### config.mk
export PLATFORM = sky130hd
export DESIGN_NAME = ls_dec
export DESIGN_NICKNAME = d
export VERILOG_FILES = /design/src/design/soc_pkg.sv /design/src/design/ls_dec.sv
export VERILOG_INCLUDE_DIRS = /design/src /design/src/design
export SDC_FILE = /design/constraint.sdc
export NUM_CORES = 1
export LEC_CHECK = 0
export BUFFER_PORTS_ARGS = -buffer_cell sky130_fd_sc_hd__buf_2
export CAP_MARGIN = 5
export CELL_PAD_IN_SITES_DETAIL_PLACEMENT = 2
export CELL_PAD_IN_SITES_GLOBAL_PLACEMENT = 2
export CORE_MARGIN = 4
export CORE_UTILIZATION = 10
export CTS_BUF_LIST = sky130_fd_sc_hd__clkbuf_8
export DETAILED_ROUTE_END_ITERATION = 16
export MAX_ROUTING_LAYER = met4
export PLACE_DENSITY_LB_ADDON = 0.25
export RECOVER_POWER = 25
export SYNTH_ARGS = -nofsm -noshare
export SYNTH_HDL_FRONTEND = slang
export SYNTH_SLANG_ARGS = --single-unit
### constraint.sdc
create_clock -name clk -period 0.9 [get_ports clk]
set_input_delay 0.045 -clock clk [delete_from_list [all_inputs] [get_ports clk]]
set_output_delay 0.045 -clock clk [all_outputs]
set_load 0.02 [all_outputs]
### src/design/soc_macros.svh
`ifndef SOC_MACROS_SVH
`define SOC_MACROS_SVH

// core port widths
`define SOC_AW     14             // byte address
`define SOC_DW     32             // data
`define SOC_BW     (`SOC_DW/8)    // byte enables per word

// GPIO pin count
`define SOC_GW     32

// data RAM word address, 2048 words in the lower 8 KiB
`define SOC_MEM_AW 11

// GPIO register index, byte offset is index*4
`define SOC_GPIO_OUT 2'd0  // output value
`define SOC_GPIO_ENA 2'd1  // output enable
`define SOC_GPIO_INP 2'd2  // synchronized input

`endif
### src/design/soc_pkg.sv
`include "soc_macros.svh"

package soc_pkg;

  // one bus address, two decodings
  // bit 13 selects the region in both views
  typedef union packed {
    // lower half, data RAM
    struct packed {
      logic                   sel;  // region select, 0 here
      logic [`SOC_MEM_AW-1:0] idx;  // word index
      logic [1:0]             off;  // byte offset
    } mem;
    // upper half, GPIO registers
    struct packed {
      logic                   sel;  // region select, 1 here
      logic [`SOC_AW-6:0]     rsv;  // not decoded
      logic [1:0]             rix;  // register index
      logic [1:0]             off;  // byte offset
    } gpio;
  } soc_adr_u;

endpackage: soc_pkg

### src/design/ls_dec.sv
`timescale 1ns/1ns
`include "soc_macros.svh"

module ls_dec import soc_pkg::*; (
  // system
  input  logic              clk,
  input  logic              arst_n,
  // core side
  input  logic [`SOC_AW-1:0] mem_addr,
  input  logic [`SOC_DW-1:0] mem_wdata,
  input  logic [`SOC_BW-1:0] mem_wmask,
  input  logic              mem_rstrb,
  output logic [`SOC_DW-1:0] mem_rdata,
  // slave requests
  output logic              mem_vld,   // to data RAM
  output logic              gpio_vld,  // to GPIO
  output logic              wen,
  output logic [`SOC_BW-1:0] ben,
  output soc_adr_u          adr,
  output logic [`SOC_DW-1:0] wdt,
  // slave read data
  input  logic [`SOC_DW-1:0] mem_rdt,
  input  logic [`SOC_DW-1:0] gpio_rdt
);

  logic vld;     // any request this cycle
  logic rd_sel;  // region of the latest read, 1 = GPIO

  //////////////////////////////////////////////////////////////////////
  // request
  //////////////////////////////////////////////////////////////////////

  assign wen = |mem_wmask;             // write wins over read
  assign vld = wen | mem_rstrb;
  assign ben = wen ? mem_wmask : '1;   // reads take the full word
  assign adr = soc_adr_u'(mem_addr);
  assign wdt = mem_wdata;

  // region steering, exactly one slave sees vld
  assign mem_vld  = vld & ~adr.mem.sel;
  assign gpio_vld = vld &  adr.mem.sel;

  //////////////////////////////////////////////////////////////////////
  // response
  //////////////////////////////////////////////////////////////////////

  // remember where the last read went
  always_ff @(posedge clk or negedge arst_n) begin
    if (!arst_n) begin
      rd_sel <= 1'b0;
    end else if (vld && !wen) begin
      rd_sel <= adr.mem.sel;
    end
  end

  // both slaves hold rdt between reads, so the mux output holds too
  assign mem_rdata = rd_sel ? gpio_rdt : mem_rdt;

endmodule: ls_dec

Word level (Yosys, flattened, before mapping):

Cells that the tools add are included.

* input bits: 117
* register bits after elaboration: 1
* output and inout bits: 85
* logic and storage cells: 10

* reductions and logical operators: 3
* muxes and demuxes: 2
* bitwise operators: 4

Operator list (count)
* two-way mux 32 bit: 1
* two-way mux 4 bit: 1
* OR reduction 4 bit: 1
* bitwise AND 1 bit: 2
* logical AND 1 bit: 1
* logical NOT 1 bit: 1
* NOT 1 bit: 1
* bitwise OR 1 bit: 1

Logic depth before layout (Yosys ltp):

* depth in word-level cells: 3
* depth in mapped cells: 4
* gate-level depth less buffers: 4

Least setup slack after synthesis:

Ideal clock, no wire load.

* path kind: reg2out
* from: register rd_sel
* to: output port mem_rdata[10]
* cell stages (with the launch flop): 4
* data arrival time: 1047 ps
* required time: 855 ps
* buffers on the path: 2
* slack: -192 ps
* cell sequence: dfrtp_1 -> buf_2 -> buf_2 -> mux2_2

* longest elaborated chain between the ends: 1

Ends and longest elaborated chain
* start, declared: line ls_dec.sv:27 `logic rd_sel;`
* start signal, assigned: line ls_dec.sv:52 `rd_sel <= adr.mem.sel;`
* two-way mux 32 bit: line ls_dec.sv:57 `assign mem_rdata = rd_sel ? gpio_rdt : mem_rdt;`
* end, declared: line ls_dec.sv:13 `` output logic [`SOC_DW-1:0] mem_rdata, ``

No other way between the ends.

Worst setup path after layout:

* from: register rd_sel
* to: output port mem_rdata[1]

Same word-level chain as after synthesis.

==> results.md <==
- For this design the static power due to leakage is 0.840 nW.
- For the pin with the worst max-slew slack, the measured transition is 266 ps.
- The via count of the first global-routing pass is 1082.
- Measured in cells, the most critical reg-to-reg path has a length of 2.
- The clock-pin slew of the registers on the worst-case setup and hold paths is 0 ps.
- The floorplan has 33 rows.
- Dividing total power by cell area gives a power density of 1200 nW/µm².
- The post-route non-filler standard cell count is 264.
- The detailed router finished its first iteration with 7 violations.
- The maximum clock skew at final layout is 0 ps.
- The fraction of layout instances using a drive strength above 1 is 98.1%.
- The routed layout has 898 vias.
- The layout has 969 filler cells.
- The critical path goes through buf_12, mux2_4, buf_2.
- The average cell area after synthesis is 8.86 µm².
- The buffers inserted during post-CTS setup optimization is 0.
- The final hold violation count is 0.
- The initial antenna violation count is 0.
- For the worst setup path, the data arrival time is 1090 ps.
- The cell type with the highest aggregate area in the netlist is mux2_2.
- The worst hold path belongs to the class in2out.
- The leading cell type in the layout, fill and taps excluded is buf_2.
- The adder-cell share of the synthesized area is 0%.
- The net count after synthesis is 211.
- The power share of the clock group is 0%.
- The checks that failed: setup timing.
- The netlist uses 11 different library cells.
- STA classifies the critical path endpoint as an output port.
- The final setup violation count is 38.
- Yosys attributes the largest share of cell area to mux2_2 (43%), buf_4 (41%), dfrtp_1 (3.0%).
- Summed over all nets, the half-perimeter wirelength after detailed placement is 3700 µm.
- After detailed routing, the average wire length per cell comes to 15.1 µm.
- The cell area after synthesis is 833 µm².
- Sequential cells burn 3.8% of the power.
- Summed over its instances, the top area cell type makes up 43.2% of the synthesized netlist area.
- The highest net fanout along the worst path is 26.
- In this run the critical register-to-register path is captured at rd_sel.
- The aggregate routed wire length is 4000 µm.
- For this design the total switching power over the nets is 0.000805 W.
- The worst hold path terminates at adr[12].
- The number of flip-flops in the largest register came to 1.
- The library cells used most frequently in the layout, excluding fill and tap cells, are buf_2 (77), buf_6 (33), mux2_4 (30), nand2b_4 (4).
- The number of buffers inserted by port buffering is 111.
- The insertion delay to the later sink of the worst-skew pair is 0 ps.
- The worst max-slew margin expressed relative to the limit is 82.1%.
- In the routed design, unresolved DRC markers number 0.
- For this design the top-level I/O count stands at 202.
- The dominant combinational cell family by area after synthesis is multiplexers.
- The number of antenna-violating nets in the routed design is 0.
- For this run the aggregate overflow at the end of global routing stands at 0.
- The internal power consumption is 0.00107 W.
- The die is 99.3 µm wide.
- The max-slew violation count was 0.
- The critical path's slowest cell is dfrtp_2.
- The complex-gate fraction of the synthesized area is 0%.
- The repair_antennas step left the layout with diodes totalling 0.
- Summing the areas of all and, or, nand and nor instances in the mapped netlist gives 7.66% of the synthesized area.
- The post-synthesis xor/xnor area fraction is 0%.
- In the synthesized netlist, mux cells make up 45.0% of the area.
- For this configuration, the core starts out at a cell density of 10.2%.
- The worst setup path is launched from a flip-flop.
- The layout net count is 278.
- The flow ran to the end, but the final reports show violations.
- The mean number of vias per cell is 3.40.
- The critical path required time is 850 ps.
- Combinational logic burns 96.2% of the power.
- The number of detailed-route iterations in the first pass is 2.
- The core outline area is 8180 µm².
- The die footprint is 9860 µm².
- The die height is 99.3 µm.
- The final critical-path setup slack is -238 ps.
- Sequential elements use 3.00% of the synthesized area.
- The switching share of total power is 43.0%.
- The startpoint identified for the worst hold timing path is mem_addr[12].
- The register bit total from synthesis is 1.
- The share of the core filled with cells is 19.1%.
- The register ranked first by flip-flop count is rd_sel.
- In this run the register-to-register setup slack is -30 ps.
- By startpoint and endpoint, the worst setup path is classified as reg2out.
- The largest registers in the layout are rd_sel: 1 flops.
- The start of the worst register-to-register path is rd_sel.
- Synthesis handed over a netlist of 94 instances.
- For the finished layout, the period the worst path requires is 1140 ps.
- The tool flagged a number of max-cap violations equal to 0.
- The pin count of the biggest net entering global routing is 27.
- The biggest cell delay along the critical path is 370 ps.
- The portion of the clock cycle consumed by the worst path in the final layout is 126%.
- The count of synthesis-stage warnings from yosys is 0.
- Setup repair after global routing could not meet its margin everywhere.
- Once placement completed, the tool counted placed cells totaling 263.
- Along the worst hold path, the cell count comes to 0.
- Across the VDD grid, the largest voltage drop is 337 µV.
- The routability congestion estimate from global placement is 0.680.
- The signed area change from the synthesized netlist to the final layout is 87.1%.
- The global-route wire length before repair is 5830 µm.
- The sum of internal, switching and leakage power is 0.00187 W.
- Tracing the worst setup path back leads to its startpoint at rd_sel.
- The highest clock frequency the design can meet is 879 MHz.
- Global routing used 7.47% of the available tracks across all layers.
[through the flow]
| step | worst slack [ps] | TNS, ps | area [µm²] | hold WS (ps) |
|---|---|---|---|---|
| after global routing | -267 | -8450 | 1560 | 90.0 |
| final | -238 | -6950 | 1560 | 90.0 |
| after CTS | -261 | -7540 | 1480 | 90.1 |
| after global placement | -242 | -7560 | 1300 | -179 |
| after floorplan | -103 | -3070 | 978 | -251 |
| after detailed placement | -258 | -8050 | 1300 | -173 |
[per-layer routing]
layer,global-route usage (%),vias to the layer above,wire (µm)
met1,8.33,405,1370
met3,2.52,18,489
met5,-,-,0
met4,1.89,0,95
met2,12.8,76,2040
li1,-,399,-
[worst max path at each step]
stage	slack (ps)	end	cells after the start
after floorplan	-100	mem_rdata[10]	3
after global placement	-240	mem_rdata[4]	3
after detailed placement	-260	mem_rdata[29]	3
after CTS	-260	mem_rdata[29]	3
after global routing	-270	mem_rdata[11]	3
final	-240	mem_rdata[1]	3
[what timing repair did]
action | in CTS | in global routing
setup endpoints to repair | 40 | 40
resized for setup | 48 | 25
endpoints found under the hold margin | 1 | 0
hold buffers | 1 | 0
pin swaps | 2 | 3
[critical path, delay by kind of cell (launching register included)]
family	cells	cell delay (ps)
buf+inv	2	380
flops	1	370
mux	1	320
[power groups by stage]
| stage | Sequential (W) | Combinational, W | Clock (W) |
|---|---|---|---|
| floorplan | 0.0000603 | 0.00143 | 0 |
| global placement | 0.0000687 | 0.00153 | 0 |
| detailed placement | 0.0000697 | 0.00155 | 0 |
| CTS | 0.0000699 | 0.00174 | 0 |
| global route | 0.0000727 | 0.00192 | 0 |
| finish | 0.0000716 | 0.00180 | 0 |
[cells in the mapped netlist]
| master | instances |
|---|---|
| buf_4 | 46 |
| mux2_2 | 32 |
| buf_2 | 4 |
| nand2b_1 | 4 |
| nor2_1 | 2 |
| dfrtp_1 | 1 |
| inv_1 | 1 |
| mux2_4 | 1 |
| nand2_1 | 1 |
| nor2b_1 | 1 |
| nor4_4 | 1 |
[cell families (layout without fill, tap and decap cells)]
group	Yosys count	after routing
buffers and inverters	51	116
flip-flops	1	1
multiplexers	33	33
AND/OR/NAND/NOR	9	9
[area by class of cell]
cell class / instances / area (µm²) / area share [%]
multi-input combinational: 42 / 588 / 37.7
inverter: 1 / 3.75 / 0.241
sequential: 1 / 26.3 / 1.69
timing repair buffer: 115 / 810 / 51.9
tap: 105 / 131 / 8.43
Power figures use the tool's default switching activity.
