===== src/design/soc_macros.svh =====
`ifndef SOC_MACROS_SVH
`define SOC_MACROS_SVH

// core port widths
`define SOC_AW     14             // byte address
`define SOC_DW     32             // data
`define SOC_BW     (`SOC_DW/8)    // byte enables per word

// GPIO pin count
`define SOC_GW     32

// data RAM word address, 2048 words in the lower 8 KiB
`define SOC_MEM_AW 11

// GPIO register index, byte offset is index*4
`define SOC_GPIO_OUT 2'd0  // output value
`define SOC_GPIO_ENA 2'd1  // output enable
`define SOC_GPIO_INP 2'd2  // synchronized input

`endif

===== src/design/soc_pkg.sv =====
`include "soc_macros.svh"

package soc_pkg;

  // one bus address, two decodings
  // bit 13 selects the region in both views
  typedef union packed {
    // lower half, data RAM
    struct packed {
      logic                   sel;  // region select, 0 here
      logic [`SOC_MEM_AW-1:0] idx;  // word index
      logic [1:0]             off;  // byte offset
    } mem;
    // upper half, GPIO registers
    struct packed {
      logic                   sel;  // region select, 1 here
      logic [`SOC_AW-6:0]     rsv;  // not decoded
      logic [1:0]             rix;  // register index
      logic [1:0]             off;  // byte offset
    } gpio;
  } soc_adr_u;

endpackage: soc_pkg


===== src/design/soc_gpio.sv =====
`timescale 1ns/1ns
`include "soc_macros.svh"

module soc_gpio import soc_pkg::*; (
  // system
  input  logic              clk,
  input  logic              arst_n,
  // request
  input  logic              vld,
  input  logic              wen,
  input  logic [`SOC_BW-1:0] ben,
  input  soc_adr_u          adr,
  input  logic [`SOC_DW-1:0] wdt,
  // response
  output logic [`SOC_DW-1:0] rdt,
  // pins
  output logic [`SOC_GW-1:0] gpio_o,  // output value
  output logic [`SOC_GW-1:0] gpio_e,  // output enable
  input  logic [`SOC_GW-1:0] gpio_i   // async input
);

  logic [`SOC_GW-1:0] gpio_s1;  // first sync stage, may be metastable
  logic [`SOC_GW-1:0] gpio_s2;  // second sync stage, safe to read

  logic wr_out;  // write to output register
  logic wr_ena;  // write to enable register

  // replace the enabled byte lanes of old with new
  function automatic logic [`SOC_GW-1:0] byte_merge (
    input logic [`SOC_GW-1:0] old_val,
    input logic [`SOC_DW-1:0] new_val,
    input logic [`SOC_BW-1:0] be
  );
    logic [`SOC_GW-1:0] res;
    res = old_val;
    for (int unsigned b = 0; b < `SOC_GW/8; b++) begin
      if (be[b]) res[8*b+:8] = new_val[8*b+:8];
    end
    return res;
  endfunction: byte_merge

  //////////////////////////////////////////////////////////////////////
  // output registers
  //////////////////////////////////////////////////////////////////////

  assign wr_out = vld & wen & (adr.gpio.rix == `SOC_GPIO_OUT);
  assign wr_ena = vld & wen & (adr.gpio.rix == `SOC_GPIO_ENA);

  always_ff @(posedge clk or negedge arst_n) begin
    if (!arst_n) begin
      gpio_o <= '0;
      gpio_e <= '0;  // all pins start as inputs
    end else begin
      if (wr_out) gpio_o <= byte_merge(gpio_o, wdt, ben);
      if (wr_ena) gpio_e <= byte_merge(gpio_e, wdt, ben);
    end
  end

  //////////////////////////////////////////////////////////////////////
  // input synchronizer and read mux
  //////////////////////////////////////////////////////////////////////

  always_ff @(posedge clk or negedge arst_n) begin
    if (!arst_n) begin
      gpio_s1 <= '0;
      gpio_s2 <= '0;
    end else begin
      gpio_s1 <= gpio_i;
      gpio_s2 <= gpio_s1;
    end
  end

  // registered read, latency 1, holds between reads
  always_ff @(posedge clk or negedge arst_n) begin
    if (!arst_n) begin
      rdt <= '0;
    end else if (vld && !wen) begin
      case (adr.gpio.rix)
        `SOC_GPIO_OUT: rdt <= gpio_o;
        `SOC_GPIO_ENA: rdt <= gpio_e;
        `SOC_GPIO_INP: rdt <= gpio_s2;
        default:       rdt <= '0;  // index 3 unmapped
      endcase
    end
  end

endmodule: soc_gpio


===== config.mk =====
export PLATFORM = sky130hd
export DESIGN_NAME = soc_gpio
export DESIGN_NICKNAME = d
export VERILOG_FILES = /design/src/design/soc_pkg.sv /design/src/design/soc_gpio.sv
export VERILOG_INCLUDE_DIRS = /design/src /design/src/design
export SDC_FILE = /design/constraint.sdc
export NUM_CORES = 1
export LEC_CHECK = 0
export BUFFER_PORTS_ARGS = -buffer_cell sky130_fd_sc_hd__buf_2
export CAP_MARGIN = 20
export CORE_MARGIN = 2
export CORE_UTILIZATION = 46
export DETAILED_ROUTE_END_ITERATION = 7
export GPL_ROUTABILITY_DRIVEN = 0
export GPL_TIMING_DRIVEN = 0
export HOLD_SLACK_MARGIN = 0.06
export PLACE_DENSITY = 0.76
export SYNTH_ARGS = -nofsm -noshare
export SYNTH_HDL_FRONTEND = slang
export SYNTH_SLANG_ARGS = --single-unit

===== constraint.sdc =====
create_clock -name clk -period 0.9 [get_ports clk]
set_input_delay 0.27 -clock clk [delete_from_list [all_inputs] [get_ports clk]]
set_output_delay 0.27 -clock clk [all_outputs]
set_load 0.005 [all_outputs]

Word level (Yosys, flattened, before mapping):

Index checks and enable logic that the tools add are counted.

* flip-flop bits (word level): 160
* latch bits: 0
* memory bits (writable): 0
* memory bits (read-only): 0
* bits of input ports: 86
* output and inout bits: 96
* logic and storage cells: 28
* memories: 0

* add/sub/neg operators: 0
* $mul: 0
* div/mod/pow operators: 0
* order comparisons: 0
* equal/unequal tests: 2
* shifts and indexed selects: 0
* multiplexer cells: 1
* bitwise operators: 3
* reduce and logical (&&, ||, !) cells: 11

Operators by type and width (count)
* $pmux 32 s3: 1
* $reduce_and 2->1: 8
* $and 1x1->1: 3
* $eq 2x1->1 const B: 1
* $eq 2x2->1 const B: 1
* $logic_not 2->1: 1
* $logic_and 1x1->1: 1
* $logic_not 1->1: 1

Longest topological paths before layout:

Gate-level depths: netlist of run 1.

* depth after elaboration: 3
* gate-level depth with buffers: 6

Least setup slack after synthesis of run 1:

Ideal clock, no wire load.

* path kind: in2reg
* from: in adr[3] (netlist bit)
* to: reg gpio_e[0]
* library setup time: 0.125 ns
* data arrival time: 1.163 ns
* required time: 0.775 ns
* slack: -0.388 ns
* stages on the path: 4
* buffers on the path: 1
* path through: nand2b_1 buf_2 nor2_2 mux2_2

* cells in the longest elaborated chain, start to end: 3

Ends and longest elaborated chain
* from (decl): line soc_gpio.sv:12 `input soc_adr_u adr,`
* $eq 2x1->1
* $and 1x1->1: line soc_gpio.sv:47 `` assign wr_ena = vld & wen & (adr.gpio.rix == `SOC_GPIO_ENA); ``
* $reduce_and 2->1 (no source line)
* to (signal assigned): line soc_gpio.sv:55 `if (wr_ena) gpio_e <= byte_merge(gpio_e, wdt, ben);`
* to (decl): line soc_gpio.sv:18 `` output logic [`SOC_GW-1:0] gpio_e, ``

Every way passes these cells.
A chain may end at the register's enable or synchronous reset.

Worst setup path in the final report of run 1:

* from: reg gpio_e[10]
* to: out gpio_e[10]

No word-level cell between the ends.

==> impl_metrics.json, run 1 <==
{
  "yosysSeqAreaShare_pct": 66.99,
  "dp_hpwl_um": 9381,
  "insertedDiodeCount": 0,
  "setup_slack_ns": -0.3418,
  "synthFlopType": "dfrtp_1",
  "slew_headroom_pct": 54.26,
  "drtIter0Drc": 199,
  "postPlaceCellArea_mm2": 0.007246,
  "cts-root-buf": "clkbuf_16",
  "die_area_mm2": 0.01392,
  "fin_crit_ns": 1.242,
  "avgSynthCellArea_um2": 14.26,
  "layout_commonest_cell": "buf_2",
  "final_layout_size_suffix_gt1_share_pct": 52.65,
  "max_freq_mhz": 805.3,
  "rsz0062_at_grt": "true",
  "cts_inserted_buffers": 17,
  "r2r_cells": 5,
  "cp-startpoint": "gpio_e[10]",
  "ys_warn_count": 0,
  "initial_core_util_pct": 47.17,
  "viasPerCell": 4.816,
  "cts_tree": "yes",
  "p_per_area_mw_per_mm2": 2259,
  "critPathBufInv": 1,
  "intPower_uw": 16090,
  "syn_to_final_growth_pct": 57.88,
  "final_nets": 827,
  "crit_end": "gpio_e[10]",
  "netlist.area_leader.share_pct": 66.99,
  "violations": "hold timing, setup timing",
  "switchingPower_uw": 5231,
  "finalHoldWorstSlack_ns": -0.1384,
  "max_stage_delay_ns": 0.41,
  "layout.cells.non_filler": 926,
  "grt_pass1_wl_um": 24200,
  "status": "finished, violations left",
  "io_buffers": 169,
  "clk_path_buf_depth": 2,
  "r2r_slack_ns": -0.19,
  "switching_share_pct": 24.54,
  "yosys_register_bits": 160,
  "period_share_pct": 138.0,
  "dp.cells": 761,
  "ios": 182,
  "min_path_type": "in2async",
  "cp_num_cells": 1,
  "stdcell_area_mm2": 0.009437,
  "yosys.area.top_type": "dfrtp_1",
  "final_cell_mix": "buf_2 (166), dfrtp_1 (160), mux2_4 (56), buf_6 (55), buf_4 (48)",
  "crit_chain": "buf_2",
  "reg2reg_to": "rdt[24]",
  "setup-violations-final": 150,
  "critPathSlowestCell": "dfrtp_1",
  "dieHeight_um": 118.0,
  "synth_edf_count": 0,
  "hold_buffers": 32,
  "cts_sinks": 160,
  "wl_per_cell_um": 17.00,
  "p_leak_uw": 0.004589,
  "grt_pass1_vias": 4689,
  "clock_latency_ns": 0.42,
  "fin_worst_skew_ns": 0.005564,
  "path_delay_family": "flip-flops",
  "sequentialPowerShare_pct": 41.5,
  "rows": 41,
  "ir_worst_vdd_mv": 1.603,
  "comb_power_share_pct": 24.5,
  "total_power_uw": 21320,
  "grt_overflow_total": 0,
  "synth_area_leaders": "dfrtp_1 (67%), mux2_2 (12%), mux2i_1 (5.4%), a31oi_1 (3.3%), or2_1 (2.2%)",
  "coreArea_mm2": 0.01267,
  "syn_inst": 419,
  "path_class": "reg2out",
  "vias": 4460,
  "clkPwrFrac_pct": 34.0,
  "antenna_found_initial": 0,
  "ant_nets": 0,
  "grt_start_max_net_pins": 85,
  "final-hold-violation-count": 76,
  "crit_path_start_kind": "flop",
  "required_ns": 0.63,
  "crit_arrival_ns": 0.97,
  "path_max_fanout": 2,
  "slew_violations": 0,
  "fp.dieW_um": 118.0,
  "grt_use_total_pct": 22.74,
  "post-route-util_pct": 74.47,
  "syn_area_mm2": 0.005977,
  "htreeDepth": 4,
  "synthDistinctLibCells": 21,
  "syn_nets": 505,
  "regToRegStartpoint": "gpio_e[24]",
  "drt-pass1-iter-count": 4,
  "maxCapViolations": 0,
  "cp-end-kind": "output port",
  "async_flop_share_pct": 100.0,
  "drc": 0,
  "path_clk_slew_ns": 0.06,
  "max_slew.worst_pin.slew_ns": 0.6861,
  "wl_um": 15740
}
logic make-up after synthesis:
family,after synthesis,synth area share [%]
flip-flops,160,66.99
multiplexers,96,17.42
buffers and inverters,20,2.512
AND/OR/NAND/NOR,111,9.734
AO/OA/AOI/OAI,32,3.349
power by group through the flow:
stage	registers [uW]	clock network, uW	logic [uW]
detailed placement	9020	0	3150
global route	8950	7720	5630
finish	8840	7260	5220
CTS	8760	7380	4640
global placement	8950	0	3050
floorplan	9010	0	1520
synthesized netlist by cell type, types with 2 or more instances:
cell type    n
or2_0        9
or2_1       21
nand3_1      4
or2_2        2
buf_2        9
dfrtp_1    160
clkbuf_1     5
buf_12       3
mux2i_1     32
nand2_1     32
nor2_2       2
mux2_2      64
nor2_4       2
buf_4        2
nor2_1      32
a31oi_1     32
nor3_4       4
how the worst min path moves through the flow:
stage / startpoint / end
finish: arst_n / gpio_e[14]
global route: arst_n / gpio_o[14]
CTS: arst_n / gpio_e[14]
detailed placement: gpio_s1[10] / gpio_s2[10]
global placement: gpio_s1[21] / gpio_s2[21]
floorplan: arst_n / gpio_e[0]
per-layer routing:
layer | wire length, um | vias to the layer above | global-route usage, %
met2 | 8045 | 137 | 38.63
met5 | 0 | - | 0
met3 | 751 | 20 | 5.329
met4 | 252 | 0 | 8.886
met1 | 6695 | 2218 | 28.21
li1 | - | 2085 | -
registers in the layout (all words and copies together), names as in the netlist:
signal   cells
gpio_e      32
rdt         32
gpio_s2     32
gpio_o      32
gpio_s1     32
stage by stage:
step                setup slack [ns]  setup TNS, ns
floorplan                    -0.3352         -25.40
global placement              -2.629        -471.31
detailed placement           -0.7451         -78.46
CTS                          -0.3398         -32.16
global route                 -0.3717         -38.20
finish                       -0.3418         -32.42
timing repair:
item / in CTS / in global routing
gates cloned: 2 / 1
endpoints found under the hold margin: 108 / 76
buffers inserted: 82 / 41
gates resized for setup: 48 / 58
pin swaps: 17 / 42
setup endpoints to repair: 183 / 181
area by class of cell:
| class | instances | area, um2 |
|---|---|---|
| Clock inverter | 9 | 132.6 |
| Buffer | 19 | 202.7 |
| Fill cell | 828 | 3234 |
| Clock buffer | 23 | 467.9 |
| Tap cell | 172 | 215.2 |
| Sequential cell | 160 | 4004 |
| Multi-Input combinational cell | 239 | 2110 |
| Timing Repair Buffer | 304 | 2305 |
(Power assumes the default switching activity.)
==> inputs of run 2 (changes only) <==
- CELL_PAD_IN_SITES_DETAIL_PLACEMENT: unset -> 1
- CELL_PAD_IN_SITES_GLOBAL_PLACEMENT: unset -> 1
- CORE_UTILIZATION: 46 -> 37
- PLACE_DENSITY: 0.76 -> unset
- PLACE_DENSITY_LB_ADDON: unset -> 0.1
==> impl_metrics.json, run 2 (synthesis results as in run 1) <==
{
  "status": "finished, violations left",
  "violations": "hold timing, setup timing",
  "htreeDepth": 4,
  "max_slew.worst_pin.slew_ns": 0.7258,
  "ant_nets": 0,
  "syn_to_final_growth_pct": 58.03,
  "r2r_cells": 4,
  "setup-violations-final": 163,
  "initial_core_util_pct": 37.76,
  "dieHeight_um": 131.1,
  "critPathSlowestCell": "dfrtp_1",
  "cts-root-buf": "clkbuf_16",
  "wl_um": 17180,
  "grt_use_total_pct": 20.24,
  "drt-pass1-iter-count": 4,
  "antenna_found_initial": 1,
  "grt_start_max_net_pins": 87,
  "final-hold-violation-count": 74,
  "max_freq_mhz": 814.3,
  "critPathBufInv": 1,
  "rows": 46,
  "ir_worst_vdd_mv": 1.253,
  "cts_inserted_buffers": 17,
  "path_clk_slew_ns": 0.06,
  "cts_sinks": 160,
  "crit_chain": "buf_2",
  "layout.cells.non_filler": 965,
  "min_path_type": "in2async",
  "viasPerCell": 4.638,
  "fp.dieW_um": 131.1,
  "cp-end-kind": "output port",
  "wl_per_cell_um": 17.80,
  "coreArea_mm2": 0.01583,
  "dp_hpwl_um": 10310,
  "path_class": "reg2out",
  "maxCapViolations": 0,
  "r2r_slack_ns": -0.16,
  "slew_headroom_pct": 51.61,
  "dp.cells": 805,
  "crit_arrival_ns": 0.96,
  "layout_commonest_cell": "buf_2",
  "p_leak_uw": 0.004551,
  "reg2reg_to": "rdt[19]",
  "clock_latency_ns": 0.42,
  "hold_buffers": 32,
  "regToRegStartpoint": "gpio_e[19]",
  "vias": 4476,
  "max_stage_delay_ns": 0.40,
  "required_ns": 0.63,
  "rsz0062_at_grt": "true",
  "cts_tree": "yes",
  "final_cell_mix": "buf_2 (166), dfrtp_1 (160), mux2_4 (59), buf_4 (53), buf_6 (43)",
  "clk_path_buf_depth": 2,
  "fin_crit_ns": 1.228,
  "grt_pass1_vias": 4868,
  "grt_overflow_total": 0,
  "fin_worst_skew_ns": 0.007123,
  "die_area_mm2": 0.01719,
  "totalNegativeSetupSlack_ns": -32.71,
  "setup_slack_ns": -0.3280,
  "p_per_area_mw_per_mm2": 2236,
  "slew_violations": 0,
  "finalHoldWorstSlack_ns": -0.1409,
  "cp_num_cells": 1,
  "io_buffers": 169,
  "path_delay_family": "flip-flops",
  "drc": 0,
  "period_share_pct": 136.4,
  "drtIter0Drc": 140,
  "fill_cells": 1632,
  "crit_path_start_kind": "flop",
  "total_power_uw": 21120,
  "final_nets": 822,
  "ios": 182,
  "grt_pass1_wl_um": 27050,
  "path_max_fanout": 2,
  "place_ws_ns": -0.7999,
  "final_layout_size_suffix_gt1_share_pct": 52.94
}
run 2: changes by cell type in the layout (fill, tap and decap cells not counted), moves of 2 or more:
cell,previous run,this run
mux2_2,8,5
a31oi_1,32,30
clkbuf_1,7,4
buf_12,11,15
bufinv_16,3,1
clkbuf_8,2,6
or2_0,8,6
buf_4,48,53
buf_6,55,43
mux2_4,56,59
or2_1,22,24
run 2: worst reg2reg max path, cell delays in order (launching register included):
cell	delay, ns
dfrtp_1	0.36
buf_6	0.10
mux2i_1	0.05
or2_1	0.23
a31oi_1	0.22
run 2: area by class of cell:
cell class | instances | area (um2) | area share, %
flip-flops and latches | 160 | 4004 | 42.39
multi-input cells | 239 | 2142 | 22.68
well taps | 216 | 270.3 | 2.861
plain buffers | 19 | 206.4 | 2.186
repair buffers | 299 | 2233 | 23.65
diodes | 1 | 2.502 | 0.02649
clock inverters | 7 | 75.07 | 0.7948
clock buffers | 24 | 511.7 | 5.418
run 2: worst max path at each step:
stage / slack (ns) / to / from
6_report: -0.33 / gpio_e[21] / gpio_e[21]
5_1_grt: -0.37 / gpio_e[2] / gpio_e[2]
4_1_cts: -0.35 / gpio_e[2] / gpio_e[2]
3_5_place_dp: -0.80 / gpio_o[1] / vld
3_3_place_gp: -2.80 / gpio_o[25] / arst_n
2_1_floorplan: -0.34 / gpio_o[11] / adr[2]
run 2: metal layers:
layer	up-vias	wire [um]	global-route usage (%)
met3	23	741	4.282
met5	-	0	0
met2	124	8740	34.30
met1	2255	7385	25.76
li1	2074	-	-
met4	0	310	7.246
run 2: report_power, final:
group | total (uW) | switching, uW | internal (uW)
clock | 7090 | 2840 | 4250
sequential | 8800 | 579 | 8220
combinational | 5230 | 1910 | 3320
total | 21100 | 5330 | 15800
run 2: repair_timing:
action | in CTS | in global routing
cloned | 1 | 0
pin swaps | 13 | 41
resized for setup | 53 | 49
setup endpoints to repair | 192 | 182
hold endpoints to repair | 106 | 74
buffers inserted | 83 | 34
run 2: per-stage QoR:
stage	util [%]	instance area, um2
detailed placement	46.13	7301
floorplan	-	6151
global placement	45.91	7267
global route	59.68	9445
CTS	57.93	9169
finish	59.68	9445
==> inputs of run 3 (changes only) <==
- CORE_ASPECT_RATIO: unset -> 1.1
- CORE_MARGIN: 2 -> unset
- RECOVER_POWER: unset -> 100
==> impl_metrics.json, run 3 (synthesis results as in run 1) <==
{
  "r2r_slack_ns": -0.22,
  "path_delay_family": "flip-flops",
  "drc": 0,
  "comb_power_share_pct": 24.4,
  "antenna_found_initial": 2,
  "max_stage_delay_ns": 0.40,
  "crit_path_start_kind": "flop",
  "post-route-util_pct": 60.05,
  "max_slew.worst_pin.slew_ns": 1.034,
  "dp_hpwl_um": 10520,
  "r2r_cells": 5,
  "p_per_area_mw_per_mm2": 2279,
  "ir_worst_vdd_mv": 1.318,
  "slew_violations": 0,
  "critPathSlowestCell": "dfrtp_1",
  "reg2reg_to": "rdt[11]",
  "path_clk_slew_ns": 0.06,
  "viasPerCell": 4.776,
  "final-hold-violation-count": 0,
  "regToRegStartpoint": "gpio_e[11]",
  "die_area_mm2": 0.01667,
  "max_freq_mhz": 808.9,
  "required_ns": 0.63,
  "fin_crit_ns": 1.236,
  "cp-end-kind": "output port",
  "crit_chain": "buf_2",
  "path_max_fanout": 2,
  "setup-violations-final": 244,
  "cts_inserted_buffers": 17,
  "final_layout_size_suffix_gt1_share_pct": 51.80,
  "hold_buffers": 32,
  "switching_share_pct": 24.56,
  "grt_start_max_net_pins": 90,
  "clk_path_buf_depth": 2,
  "coreArea_mm2": 0.01574,
  "postPlaceCellArea_mm2": 0.007284,
  "intPower_uw": 16240,
  "vias": 4547,
  "htreeDepth": 4,
  "min_path_type": "in2async",
  "grt_use_total_pct": 21.40,
  "p_leak_uw": 0.004576,
  "initial_core_util_pct": 37.99,
  "stdcell_area_mm2": 0.009449,
  "crit_arrival_ns": 0.97,
  "fp.dieW_um": 123.2,
  "grt_overflow_total": 0,
  "slew_headroom_pct": 31.05,
  "maxCapViolations": 0,
  "wl_per_cell_um": 18.53,
  "critPathBufInv": 1,
  "grt_pass1_wl_um": 26280,
  "layout_commonest_cell": "buf_2",
  "rows": 48,
  "io_buffers": 169,
  "wl_um": 17640,
  "ios": 182,
  "setup_slack_ns": -0.3363,
  "total_power_uw": 21530,
  "clkPwrFrac_pct": 34.5,
  "cts-root-buf": "clkbuf_16",
  "sequentialPowerShare_pct": 41.1,
  "final_nets": 826,
  "grt_pass1_vias": 4845,
  "syn_to_final_growth_pct": 58.09,
  "clock_latency_ns": 0.42,
  "violations": "setup timing",
  "period_share_pct": 137.4,
  "fin_worst_skew_ns": 0.007526,
  "switchingPower_uw": 5288,
  "cts_sinks": 160,
  "totalNegativeSetupSlack_ns": -38.89,
  "cts_tree": "yes",
  "path_class": "reg2out",
  "rsz0062_at_grt": "true",
  "final_cell_mix": "buf_2 (162), dfrtp_1 (160), mux2_4 (58), buf_4 (50), buf_6 (50)",
  "ant_nets": 0,
  "drt-pass1-iter-count": 4,
  "drtIter0Drc": 89,
  "dieHeight_um": 135.3,
  "status": "finished, violations left"
}
-- run 3: metal layers --
| metal | vias up | wire length (um) | global-route usage, % |
|---|---|---|---|
| li1 | 2082 | - | - |
| met1 | 2322 | 7410 | 25.41 |
| met2 | 116 | 9100 | 36.81 |
| met3 | 25 | 826 | 5.808 |
| met4 | 2 | 287 | 7.898 |
| met5 | - | 17 | 0 |
-- run 3: power groups by stage --
stage	Sequential [uW]	Clock, uW	Combinational [uW]
final	8850	7440	5240
after global placement	8960	0	3110
after global routing	8960	7800	5720
after detailed placement	9050	0	3210
after floorplan	9010	0	1520
after CTS	8780	7540	4610
-- run 3: timing repair --
| item | in CTS | in global routing |
|---|---|---|
| endpoints found under the setup margin | 192 | 184 |
| cloned | 1 | 2 |
| gates resized for setup | 37 | 77 |
| endpoints found under the hold margin | 103 | 71 |
| setup buffers | 77 | 45 |
| pin swaps | 20 | 48 |
-- run 3: metrics by stage --
stage / hold slack (ns) / setup WS, ns / cells
after detailed placement: 0.2660 / -0.7969 / 789
after CTS: -0.1935 / -0.3733 / 927
after global placement: 0.3317 / -2.829 / 788
after floorplan: -0.02559 / -0.3352 / 419
after global routing: 0.08490 / -0.3721 / 952
final: 0.005070 / -0.3363 / 952
-- run 3: worst max path at each step --
stage               start          end  slack (ns)  cells after the start
6_report       gpio_e[12]   gpio_e[12]       -0.34                      1
2_1_floorplan      adr[2]   gpio_o[11]       -0.34                      3
4_1_cts        gpio_e[16]   gpio_e[16]       -0.37                      1
5_1_grt        gpio_o[19]   gpio_o[19]       -0.37                      1
3_5_place_dp          wen   gpio_o[29]       -0.80                      4
3_3_place_gp       arst_n  gpio_s1[30]       -2.83                      1
-- run 3: area by class of cell --
type                       count  area, um2
fill                        1617       6286
sequential                   160       4004
timing repair buffer         303       2276
multi-input combinational    239       2121
clock buffer                  23      457.9
tap                          200      250.2
buffer                        19      202.7
clock inverter                 7      135.1
antenna                        1      2.502
